$ cat src/ibuf_defs.svh
`ifndef IBUF_DEFS_SVH
`define IBUF_DEFS_SVH

// core sizing

// warps per core
`define NUM_WARPS   8

// issue slots, each with its own queue
`define ISSUE_CNT   4

// lanes per warp, one tmask bit each
`define NUM_THREADS 4

// data path and PC width
`define XLEN        32

// width of the instruction trace tag
`define UUID_WIDTH  16

// register index width
`define NR_BITS     5

// derived widths

// log2 of NUM_WARPS
`define WID_BITS    3

// log2 of ISSUE_CNT, slot index taken from the low wid bits
`define ISW_BITS    2

// log2 of NUM_WARPS / ISSUE_CNT, warp index inside a slot
`define WIS_BITS    1

// decoded operation fields
`define EX_BITS     2
`define OP_BITS     3
`define MOD_BITS    1

// two entries per warp that shares a slot
`define IBUF_SIZE   (2 * `NUM_WARPS / `ISSUE_CNT)

`endif

$ cat src/ibuf_pkg.sv
`include "ibuf_defs.svh"

package ibuf_pkg;

    // ALU opcodes the decoder understands
    localparam logic [6:0] OPC_R = 7'h33;
    localparam logic [6:0] OPC_I = 7'h13;

    typedef enum logic [`EX_BITS-1:0] {
        EX_NOP = 2'd0,
        EX_ALU = 2'd1
    } ex_type_e;

    // register-register layout
    typedef struct packed {
        logic [6:0]          funct7;
        logic [`NR_BITS-1:0] rs2;
        logic [`NR_BITS-1:0] rs1;
        logic [2:0]          funct3;
        logic [`NR_BITS-1:0] rd;
        logic [6:0]          opcode;
    } r_fmt_t;

    // register-immediate layout, imm12 overlays funct7 and rs2
    typedef struct packed {
        logic [11:0]         imm12;
        logic [`NR_BITS-1:0] rs1;
        logic [2:0]          funct3;
        logic [`NR_BITS-1:0] rd;
        logic [6:0]          opcode;
    } i_fmt_t;

    typedef union packed {
        r_fmt_t r_fmt;
        i_fmt_t i_fmt;
    } instr_word_u;

    typedef struct packed {
        logic [`UUID_WIDTH-1:0]  uuid;
        logic [`WID_BITS-1:0]    wid;
        logic [`NUM_THREADS-1:0] tmask;
        ex_type_e                ex_type;
        logic [`OP_BITS-1:0]     op_type;
        logic [`MOD_BITS-1:0]    op_mod;
        logic                    wb;
        logic                    use_pc;
        logic                    use_imm;
        logic [`XLEN-1:0]        pc;
        logic [`XLEN-1:0]        imm;
        logic [`NR_BITS-1:0]     rd;
        logic [`NR_BITS-1:0]     rs1;
        logic [`NR_BITS-1:0]     rs2;
        logic [`NR_BITS-1:0]     rs3;
    } decoded_instr_t;

    // queue payload, the slot index is implied by the lane
    typedef struct packed {
        logic [`UUID_WIDTH-1:0]  uuid;
        logic [`WIS_BITS-1:0]    wis;
        logic [`NUM_THREADS-1:0] tmask;
        ex_type_e                ex_type;
        logic [`OP_BITS-1:0]     op_type;
        logic [`MOD_BITS-1:0]    op_mod;
        logic                    wb;
        logic                    use_pc;
        logic                    use_imm;
        logic [`XLEN-1:0]        pc;
        logic [`XLEN-1:0]        imm;
        logic [`NR_BITS-1:0]     rd;
        logic [`NR_BITS-1:0]     rs1;
        logic [`NR_BITS-1:0]     rs2;
        logic [`NR_BITS-1:0]     rs3;
    } issue_instr_t;

endpackage

$ cat src/elastic_buffer.sv
`timescale 1ns/1ps

module elastic_buffer #(
    parameter int DATAW = 8,
    parameter int SIZE  = 4
) (
    input  logic             clk,
    input  logic             reset,
    input  logic             valid_in,
    output logic             ready_in,
    input  logic [DATAW-1:0] data_in,
    output logic             valid_out,
    input  logic             ready_out,
    output logic [DATAW-1:0] data_out
);

    // the output register holds one entry, the ring holds the rest
    localparam int DEPTH = SIZE - 1;
    localparam int ADDRW = (DEPTH > 1) ? $clog2(DEPTH) : 1;
    localparam int CNTW  = $clog2(SIZE + 1);

    logic [DATAW-1:0] mem [DEPTH];
    logic [ADDRW-1:0] rd_ptr;
    logic [ADDRW-1:0] wr_ptr;
    logic [CNTW-1:0]  used;
    logic [CNTW-1:0]  fifo_cnt;
    logic             push;
    logic             pop;
    logic             out_load;
    logic             fifo_empty;
    logic             fifo_rd;
    logic             fifo_wr;
    logic             bypass;

    function automatic logic [ADDRW-1:0] next_ptr(input logic [ADDRW-1:0] ptr);
        if (ptr == ADDRW'(DEPTH - 1)) begin
            return '0;
        end
        return ptr + 1'b1;
    endfunction

    assign push = valid_in && ready_in;
    assign pop  = valid_out && ready_out;

    // used counts the output register too
    assign ready_in   = (used != CNTW'(SIZE));
    assign fifo_cnt   = used - CNTW'(valid_out);
    assign fifo_empty = (fifo_cnt == '0);

    // the output register can take a new entry when empty or being drained
    assign out_load = !valid_out || ready_out;

    // older entries in the ring always go first to keep order
    assign fifo_rd = out_load && !fifo_empty;
    assign bypass  = out_load && fifo_empty && push;
    assign fifo_wr = push && !bypass;

    always_ff @(posedge clk) begin
        if (reset) begin
            valid_out <= 1'b0;
            rd_ptr    <= '0;
            wr_ptr    <= '0;
            used      <= '0;
        end else begin
            if (out_load) begin
                valid_out <= !fifo_empty || push;
            end
            if (fifo_rd) begin
                rd_ptr <= next_ptr(rd_ptr);
            end
            if (fifo_wr) begin
                wr_ptr <= next_ptr(wr_ptr);
            end
            used <= used + CNTW'(push) - CNTW'(pop);
        end
    end

    always_ff @(posedge clk) begin
        if (fifo_wr) begin
            mem[wr_ptr] <= data_in;
        end
        if (fifo_rd) begin
            data_out <= mem[rd_ptr];
        end else if (bypass) begin
            data_out <= data_in;
        end
    end

endmodule

$ cat src/ibuffer.sv
`timescale 1ns/1ps

`include "ibuf_defs.svh"

module ibuffer (
    input  logic                                    clk,
    input  logic                                    reset,
    input  logic                                    decode_valid,
    output logic                                    decode_ready,
    input  ibuf_pkg::decoded_instr_t                decode_data,
    output logic [`ISSUE_CNT-1:0]                   ibuf_valid,
    input  logic [`ISSUE_CNT-1:0]                   ibuf_ready,
    output ibuf_pkg::issue_instr_t [`ISSUE_CNT-1:0] ibuf_data,
    output logic [`ISSUE_CNT-1:0]                   ibuf_pop
);

    import ibuf_pkg::*;

    localparam int DATAW = $bits(issue_instr_t);

    logic [`ISW_BITS-1:0]  decode_isw;
    logic [`WIS_BITS-1:0]  decode_wis;
    logic [`ISSUE_CNT-1:0] slot_ready;
    issue_instr_t          issue_rec;

    // ISSUE_CNT is a power of two, so mod and div are bit slices of wid
    assign decode_isw = decode_data.wid[`ISW_BITS-1:0];
    assign decode_wis = decode_data.wid[`WID_BITS-1:`ISW_BITS];

    always_comb begin
        issue_rec.uuid    = decode_data.uuid;
        issue_rec.wis     = decode_wis;
        issue_rec.tmask   = decode_data.tmask;
        issue_rec.ex_type = decode_data.ex_type;
        issue_rec.op_type = decode_data.op_type;
        issue_rec.op_mod  = decode_data.op_mod;
        issue_rec.wb      = decode_data.wb;
        issue_rec.use_pc  = decode_data.use_pc;
        issue_rec.use_imm = decode_data.use_imm;
        issue_rec.pc      = decode_data.pc;
        issue_rec.imm     = decode_data.imm;
        issue_rec.rd      = decode_data.rd;
        issue_rec.rs1     = decode_data.rs1;
        issue_rec.rs2     = decode_data.rs2;
        issue_rec.rs3     = decode_data.rs3;
    end

    // a full slot only holds back the word that targets it
    assign decode_ready = slot_ready[decode_isw];

    for (genvar i = 0; i < `ISSUE_CNT; i++) begin : g_slot
        elastic_buffer #(
            .DATAW (DATAW),
            .SIZE  (`IBUF_SIZE)
        ) i_buf (
            .clk       (clk),
            .reset     (reset),
            .valid_in  (decode_valid && (decode_isw == `ISW_BITS'(i))),
            .ready_in  (slot_ready[i]),
            .data_in   (issue_rec),
            .valid_out (ibuf_valid[i]),
            .ready_out (ibuf_ready[i]),
            .data_out  (ibuf_data[i])
        );

        // tells the scheduler an entry left this slot
        assign ibuf_pop[i] = ibuf_valid[i] && ibuf_ready[i];
    end

endmodule

$ cat src/ibuffer_top.sv
`timescale 1ns/1ps

`include "ibuf_defs.svh"

module ibuffer_top (
    input  logic                                    clk,
    input  logic                                    reset,
    input  logic                                    fetch_valid,
    output logic                                    fetch_ready,
    input  ibuf_pkg::instr_word_u                   fetch_instr,
    input  logic [`WID_BITS-1:0]                    fetch_wid,
    input  logic [`NUM_THREADS-1:0]                 fetch_tmask,
    input  logic [`XLEN-1:0]                        fetch_pc,
    input  logic [`UUID_WIDTH-1:0]                  fetch_uuid,
    output logic [`ISSUE_CNT-1:0]                   ibuf_valid,
    input  logic [`ISSUE_CNT-1:0]                   ibuf_ready,
    output ibuf_pkg::issue_instr_t [`ISSUE_CNT-1:0] ibuf_data,
    output logic [`ISSUE_CNT-1:0]                   ibuf_pop
);

    import ibuf_pkg::*;

    logic           decode_valid;
    logic           decode_ready;
    decoded_instr_t decode_data;

    instr_decode i_decode (
        .clk          (clk),
        .reset        (reset),
        .fetch_valid  (fetch_valid),
        .fetch_ready  (fetch_ready),
        .fetch_instr  (fetch_instr),
        .fetch_wid    (fetch_wid),
        .fetch_tmask  (fetch_tmask),
        .fetch_pc     (fetch_pc),
        .fetch_uuid   (fetch_uuid),
        .decode_valid (decode_valid),
        .decode_ready (decode_ready),
        .decode_data  (decode_data)
    );

    ibuffer i_ibuffer (
        .clk          (clk),
        .reset        (reset),
        .decode_valid (decode_valid),
        .decode_ready (decode_ready),
        .decode_data  (decode_data),
        .ibuf_valid   (ibuf_valid),
        .ibuf_ready   (ibuf_ready),
        .ibuf_data    (ibuf_data),
        .ibuf_pop     (ibuf_pop)
    );

endmodule

$ cat src/instr_decode.sv
`timescale 1ns/1ps

`include "ibuf_defs.svh"

module instr_decode (
    input  logic                    clk,
    input  logic                    reset,
    input  logic                    fetch_valid,
    output logic                    fetch_ready,
    input  ibuf_pkg::instr_word_u   fetch_instr,
    input  logic [`WID_BITS-1:0]    fetch_wid,
    input  logic [`NUM_THREADS-1:0] fetch_tmask,
    input  logic [`XLEN-1:0]        fetch_pc,
    input  logic [`UUID_WIDTH-1:0]  fetch_uuid,
    output logic                    decode_valid,
    input  logic                    decode_ready,
    output ibuf_pkg::decoded_instr_t decode_data
);

    import ibuf_pkg::*;

    decoded_instr_t dec;
    logic           active;
    logic           fetch_fire;

    // goes high on the first edge after reset, so fetch_ready stays low in reset
    always_ff @(posedge clk) begin
        if (reset) begin
            active <= 1'b0;
        end else begin
            active <= 1'b1;
        end
    end

    // take a word when the stage is empty or its content leaves this cycle
    assign fetch_ready = active && (!decode_valid || decode_ready);
    assign fetch_fire  = fetch_valid && fetch_ready;

    // fields a format does not use stay zero, so a NOP is all zero
    // apart from its tags
    always_comb begin
        dec       = '0;
        dec.uuid  = fetch_uuid;
        dec.wid   = fetch_wid;
        dec.tmask = fetch_tmask;
        dec.pc    = fetch_pc;
        dec.ex_type = EX_NOP;
        case (fetch_instr.r_fmt.opcode)
            OPC_R: begin
                dec.ex_type = EX_ALU;
                dec.op_type = fetch_instr.r_fmt.funct3;
                dec.op_mod  = fetch_instr.r_fmt.funct7[5];
                dec.rd      = fetch_instr.r_fmt.rd;
                dec.rs1     = fetch_instr.r_fmt.rs1;
                dec.rs2     = fetch_instr.r_fmt.rs2;
                dec.wb      = (fetch_instr.r_fmt.rd != '0);
            end
            OPC_I: begin
                dec.ex_type = EX_ALU;
                dec.op_type = fetch_instr.i_fmt.funct3;
                dec.use_imm = 1'b1;
                dec.imm     = {{(`XLEN-12){fetch_instr.i_fmt.imm12[11]}},
                               fetch_instr.i_fmt.imm12};
                dec.rd      = fetch_instr.i_fmt.rd;
                dec.rs1     = fetch_instr.i_fmt.rs1;
                dec.wb      = (fetch_instr.i_fmt.rd != '0);
            end
            default: begin
                dec.ex_type = EX_NOP;
            end
        endcase
    end

    always_ff @(posedge clk) begin
        if (reset) begin
            decode_valid <= 1'b0;
        end else if (fetch_ready) begin
            decode_valid <= fetch_valid;
        end
    end

    always_ff @(posedge clk) begin
        if (fetch_fire) begin
            decode_data <= dec;
        end
    end

endmodule

$ cat config.mk
export PLATFORM = sky130hd
export DESIGN_NAME = ibuffer_top
export DESIGN_NICKNAME = d
export VERILOG_FILES = /design/src/ibuf_pkg.sv /design/src/elastic_buffer.sv /design/src/ibuffer.sv /design/src/ibuffer_top.sv /design/src/instr_decode.sv
export VERILOG_INCLUDE_DIRS = /design/src
export SDC_FILE = /design/constraint.sdc
export NUM_CORES = 2
export LEC_CHECK = 0
export BUFFER_PORTS_ARGS = -buffer_cell sky130_fd_sc_hd__buf_2
export CORE_MARGIN = 3
export CORE_UTILIZATION = 55
export CTS_CLUSTER_SIZE = 16
export DETAILED_ROUTE_END_ITERATION = 8
export GPL_TIMING_DRIVEN = 0
export PLACE_DENSITY = 0.74
export RECOVER_POWER = 25
export SETUP_SLACK_MARGIN = 0.15
export SYNTH_ARGS = -nofsm -noshare
export SYNTH_HDL_FRONTEND = slang
export SYNTH_HIERARCHICAL = 1
export SYNTH_SLANG_ARGS = --single-unit
$ cat constraint.sdc
create_clock -name clk -period 11.37 [get_ports clk]
set_clock_uncertainty 0.05 [all_clocks]
set_input_delay 0.5685 -clock clk [delete_from_list [all_inputs] [get_ports clk]]
set_output_delay 0.5685 -clock clk [all_outputs]
set_load 0.03 [all_outputs]
==> metrics.yaml <==
worst_setup_path:
  end_kind: "flop"
  cp_common_cell: "buf_6"
  crit_type: "flop to flop"
  path_cells: "nor3b_1 > o311ai_0 > nor3b_2 > buf_6 > buf_6 > buf_6 > buf_6 > buf_6 > buf_6"
  worstPathArrival_ns: 4.56
  slowest_stage: "nor3b_2"
  cp_max_fo: 11
  crit_path_max_incr_delay_ns: 0.92
  ff2ff_path_depth: 9
  start_kind: "flop"
  required_ns: 11.82
yosys:
  avgSynthCellArea_um2: 17.9
  synth_area_mm2: 0.0759
  synth-simple-area-share: 0.0342
  synth.most_common_cell: "edfxtp_1"
  synth_top_area_frac: 0.757
  synth_mux_area_frac: 0.138
  synth.distinct_cells: 50
  synth_seq_cells: 1955
  synth_edf_count: 1913
  async_flop_share: 0
  synth_area_leader_cell: "edfxtp_1"
  synth_common_cells: "edfxtp_1, mux2i_1, nand2_1"
  synth_compound_area_frac: 0.0329
  synth_top_family_by_area: "multiplexers"
  yosysWarningCount: 6
  netlist_top_cells_area: "edfxtp_1, mux2i_1, mux2_2"
  synth_ff_type: "edfxtp_1"
  synth_fa_ha_area_frac: 0.00303
  syn_inst: 4244
  synth-xor-area-share: 0.00148
  yosysSeqAreaShare: 0.768
placement:
  dp_cells: 6765
  port_buffers: 558
  dpl.hpwl_um: 129000
  gp_congestion: 0.794
pwr:
  intPower_w: 0.0162
  ir_drop_uv: 220
  pwr-share-clk: 0.242
  p_comb_frac: 0.357
  total_power_w: 0.0252
  netSwitchingPower_w: 0.00897
  p_seq_frac: 0.401
  p_leak_nw: 31.6
  sw_frac_of_total: 0.357
  powerDensity_mw_per_mm2: 279
clock_network:
  cts_tree: "built"
  clock_latency_ns: 0.85
  cts.htree.levels: 4
  clk_pin_slew_ns: 0.06
  cts_setup_buffers: 0
  cts_hold_buf: 81
  root_buffer: "clkbuf_16"
  cts.sinks: 1955
  cts_buffers: 191
  ctsResizeCount: 0
  clockBufferDepth: 3
global_route:
  grt_overflow: 0
  grt_max_degree: 39
  grt_pass1_wl_um: 272000
  antenna_found_initial: 11
  grt_pass1_vias: 40700
  grt_usage: 0.264
job:
  cap_viol_max_count: 0
sta:
  setup_viol: 0
  finalCritPeriodShare: 0.361
  post-route-min-period_ns: 4.11
  worst_pin_slew_ns: 1.26
  rsz0062_at_grt: "false"
  hold_violations: 0
  max_freq_ghz: 0.243
  hold_ws_ns: 0.117
  drv_slew: 0
  relSlewSlack: 0.162
final_layout:
  synthToLayoutAreaGrowth_pct: 18.8
  nFillCells: 9026
  fin_nets: 5368
  drive_gt1_frac: 0.302
  instances_no_fill: 7198
  final_core_util: 0.661
routing:
  ant_nets: 0
  drc: 0
  avgViaCountPerCell: 5.73
  post_drt_wl_per_cell_um: 26.3
  vias: 41200
  drt_iter0_drc: 4302
  totalWireLength_um: 189000
  dr.pass1.iters: 5
floorplanning:
  die_area_mm2: 0.142
  boundaryPins: 559
  die_y_um: 377
  start_util: 0.557
  row_count: 135
  fp.dieW_um: 377
  core_mm2: 0.136
hold_path:
  holdPathStages: 2
  hold_class: "input port to flop"
outcome:
  status: "completed"
-- cell families (layout without fill, tap and decap cells) --
logic type	after synthesis	count (layout)
flops	1955	1955
mux	929	929
simple gates	589	589
compound gates	483	483
buf+inv	259	1422
fa+ha+maj	16	16
xor+xnor	12	12
other cells	1	11
-- cell type report --
cell class | instances | area, um^2 | share of cell area
Antenna cell | 4 | 10.0 | 0.000111
Buffer | 238 | 1590 | 0.0177
Clock buffer | 230 | 4930 | 0.0547
Clock inverter | 118 | 1190 | 0.0132
Inverter | 21 | 78.8 | 0.000875
Multi-Input combinational cell | 2036 | 16000 | 0.178
Sequential cell | 1955 | 58300 | 0.647
Tap cell | 1781 | 2230 | 0.0247
Timing Repair Buffer | 815 | 5800 | 0.0644
-- layer usage --
layer | GRT usage | up-vias | share of wire
li1 | - | 18200 | -
met1 | 0.377 | 21000 | 0.42
met2 | 0.420 | 1764 | 0.48
met3 | 0.0404 | 251 | 0.074
met4 | 0.0877 | 0 | 0.029
met5 | 0 | - | 0
-- per-stage QoR --
| stage | setup slack (ns) | TNS (ns) | cell area, um^2 |
|---|---|---|---|
| 6_report | 7.26 | 0 | 90100 |
| 5_1_grt | 7.09 | 0 | 90100 |
| 4_1_cts | 7.32 | 0 | 90200 |
| 3_5_place_dp | 7.38 | 0 | 83300 |
| 3_3_place_gp | -6.51 | -8603.50 | 80900 |
| 2_1_floorplan | 1.05 | 0 | 75900 |
-- sequential cells by signal (all words and copies together), names as in the netlist, 4 cells and up, named ones only --
name	cells
i_ibuffer/g_slot.i_buf/mem	1368
i_ibuffer/g_slot.i_buf/rd_ptr	8
i_ibuffer/g_slot.i_buf/valid_out	4
i_ibuffer/g_slot.i_buf/data_out	456
i_ibuffer/g_slot.i_buf/wr_ptr	8
i_decode/decode_data	89
i_ibuffer/g_slot.i_buf/used	12
-- final timing paths --
| check | startpoint | endpoint | slack [ns] |
|---|---|---|---|
| min reg2reg | i_ibuffer/g_slot[3].i_buf/rd_ptr[1]$_SDFFE_PP0P_ | flop | 0.48 |
| max reg2reg | i_decode/decode_data[97]$_DFFE_PP_ | i_ibuffer/g_slot[0].i_buf/mem[1][56]$_DFFE_PP_ | 7.26 |
| max | i_decode/decode_data[97]$_DFFE_PP_ | i_ibuffer/g_slot[0].i_buf/mem[1][56]$_DFFE_PP_ | 7.26 |
| min | fetch_instr[31] | i_decode/decode_data[31]$_SDFFCE_PP0P_ | 0.12 |
-- critical path: cells and delay by family (launching register included) --
kind	cells	cell delay (ns)
AOI/OAI and AO/OA	1	0.50
buffers and inverters	6	1.22
DFF	1	0.45
and+or+nand+nor	2	1.52
-- cell usage in the layout, fill, tap and decap left out, types with 21 or more instances in the layout --
cell	instances
buf_2	597
o21ai_0	457
inv_1	21
mux2_2	306
clkinv_1	48
dlygate4sd3_1	81
buf_6	143
edfxtp_1	1913
mux2_4	156
clkbuf_16	191
buf_12	37
nand2_1	464
mux2i_1	464
dfxtp_1	42
buf_4	83
clkinv_2	34
clkbuf_1	131
-- power by group through the flow --
stage                     Clock (W)  Sequential [W]  Combinational (W)
final                       0.00610          0.0101            0.00898
after floorplan                   0          0.0120            0.00404
after global routing        0.00649          0.0101            0.00938
after detailed placement          0          0.0102            0.00893
after global placement            0          0.0106            0.00843
after CTS                   0.00618          0.0101            0.00902
(Power assumes the default switching activity.)
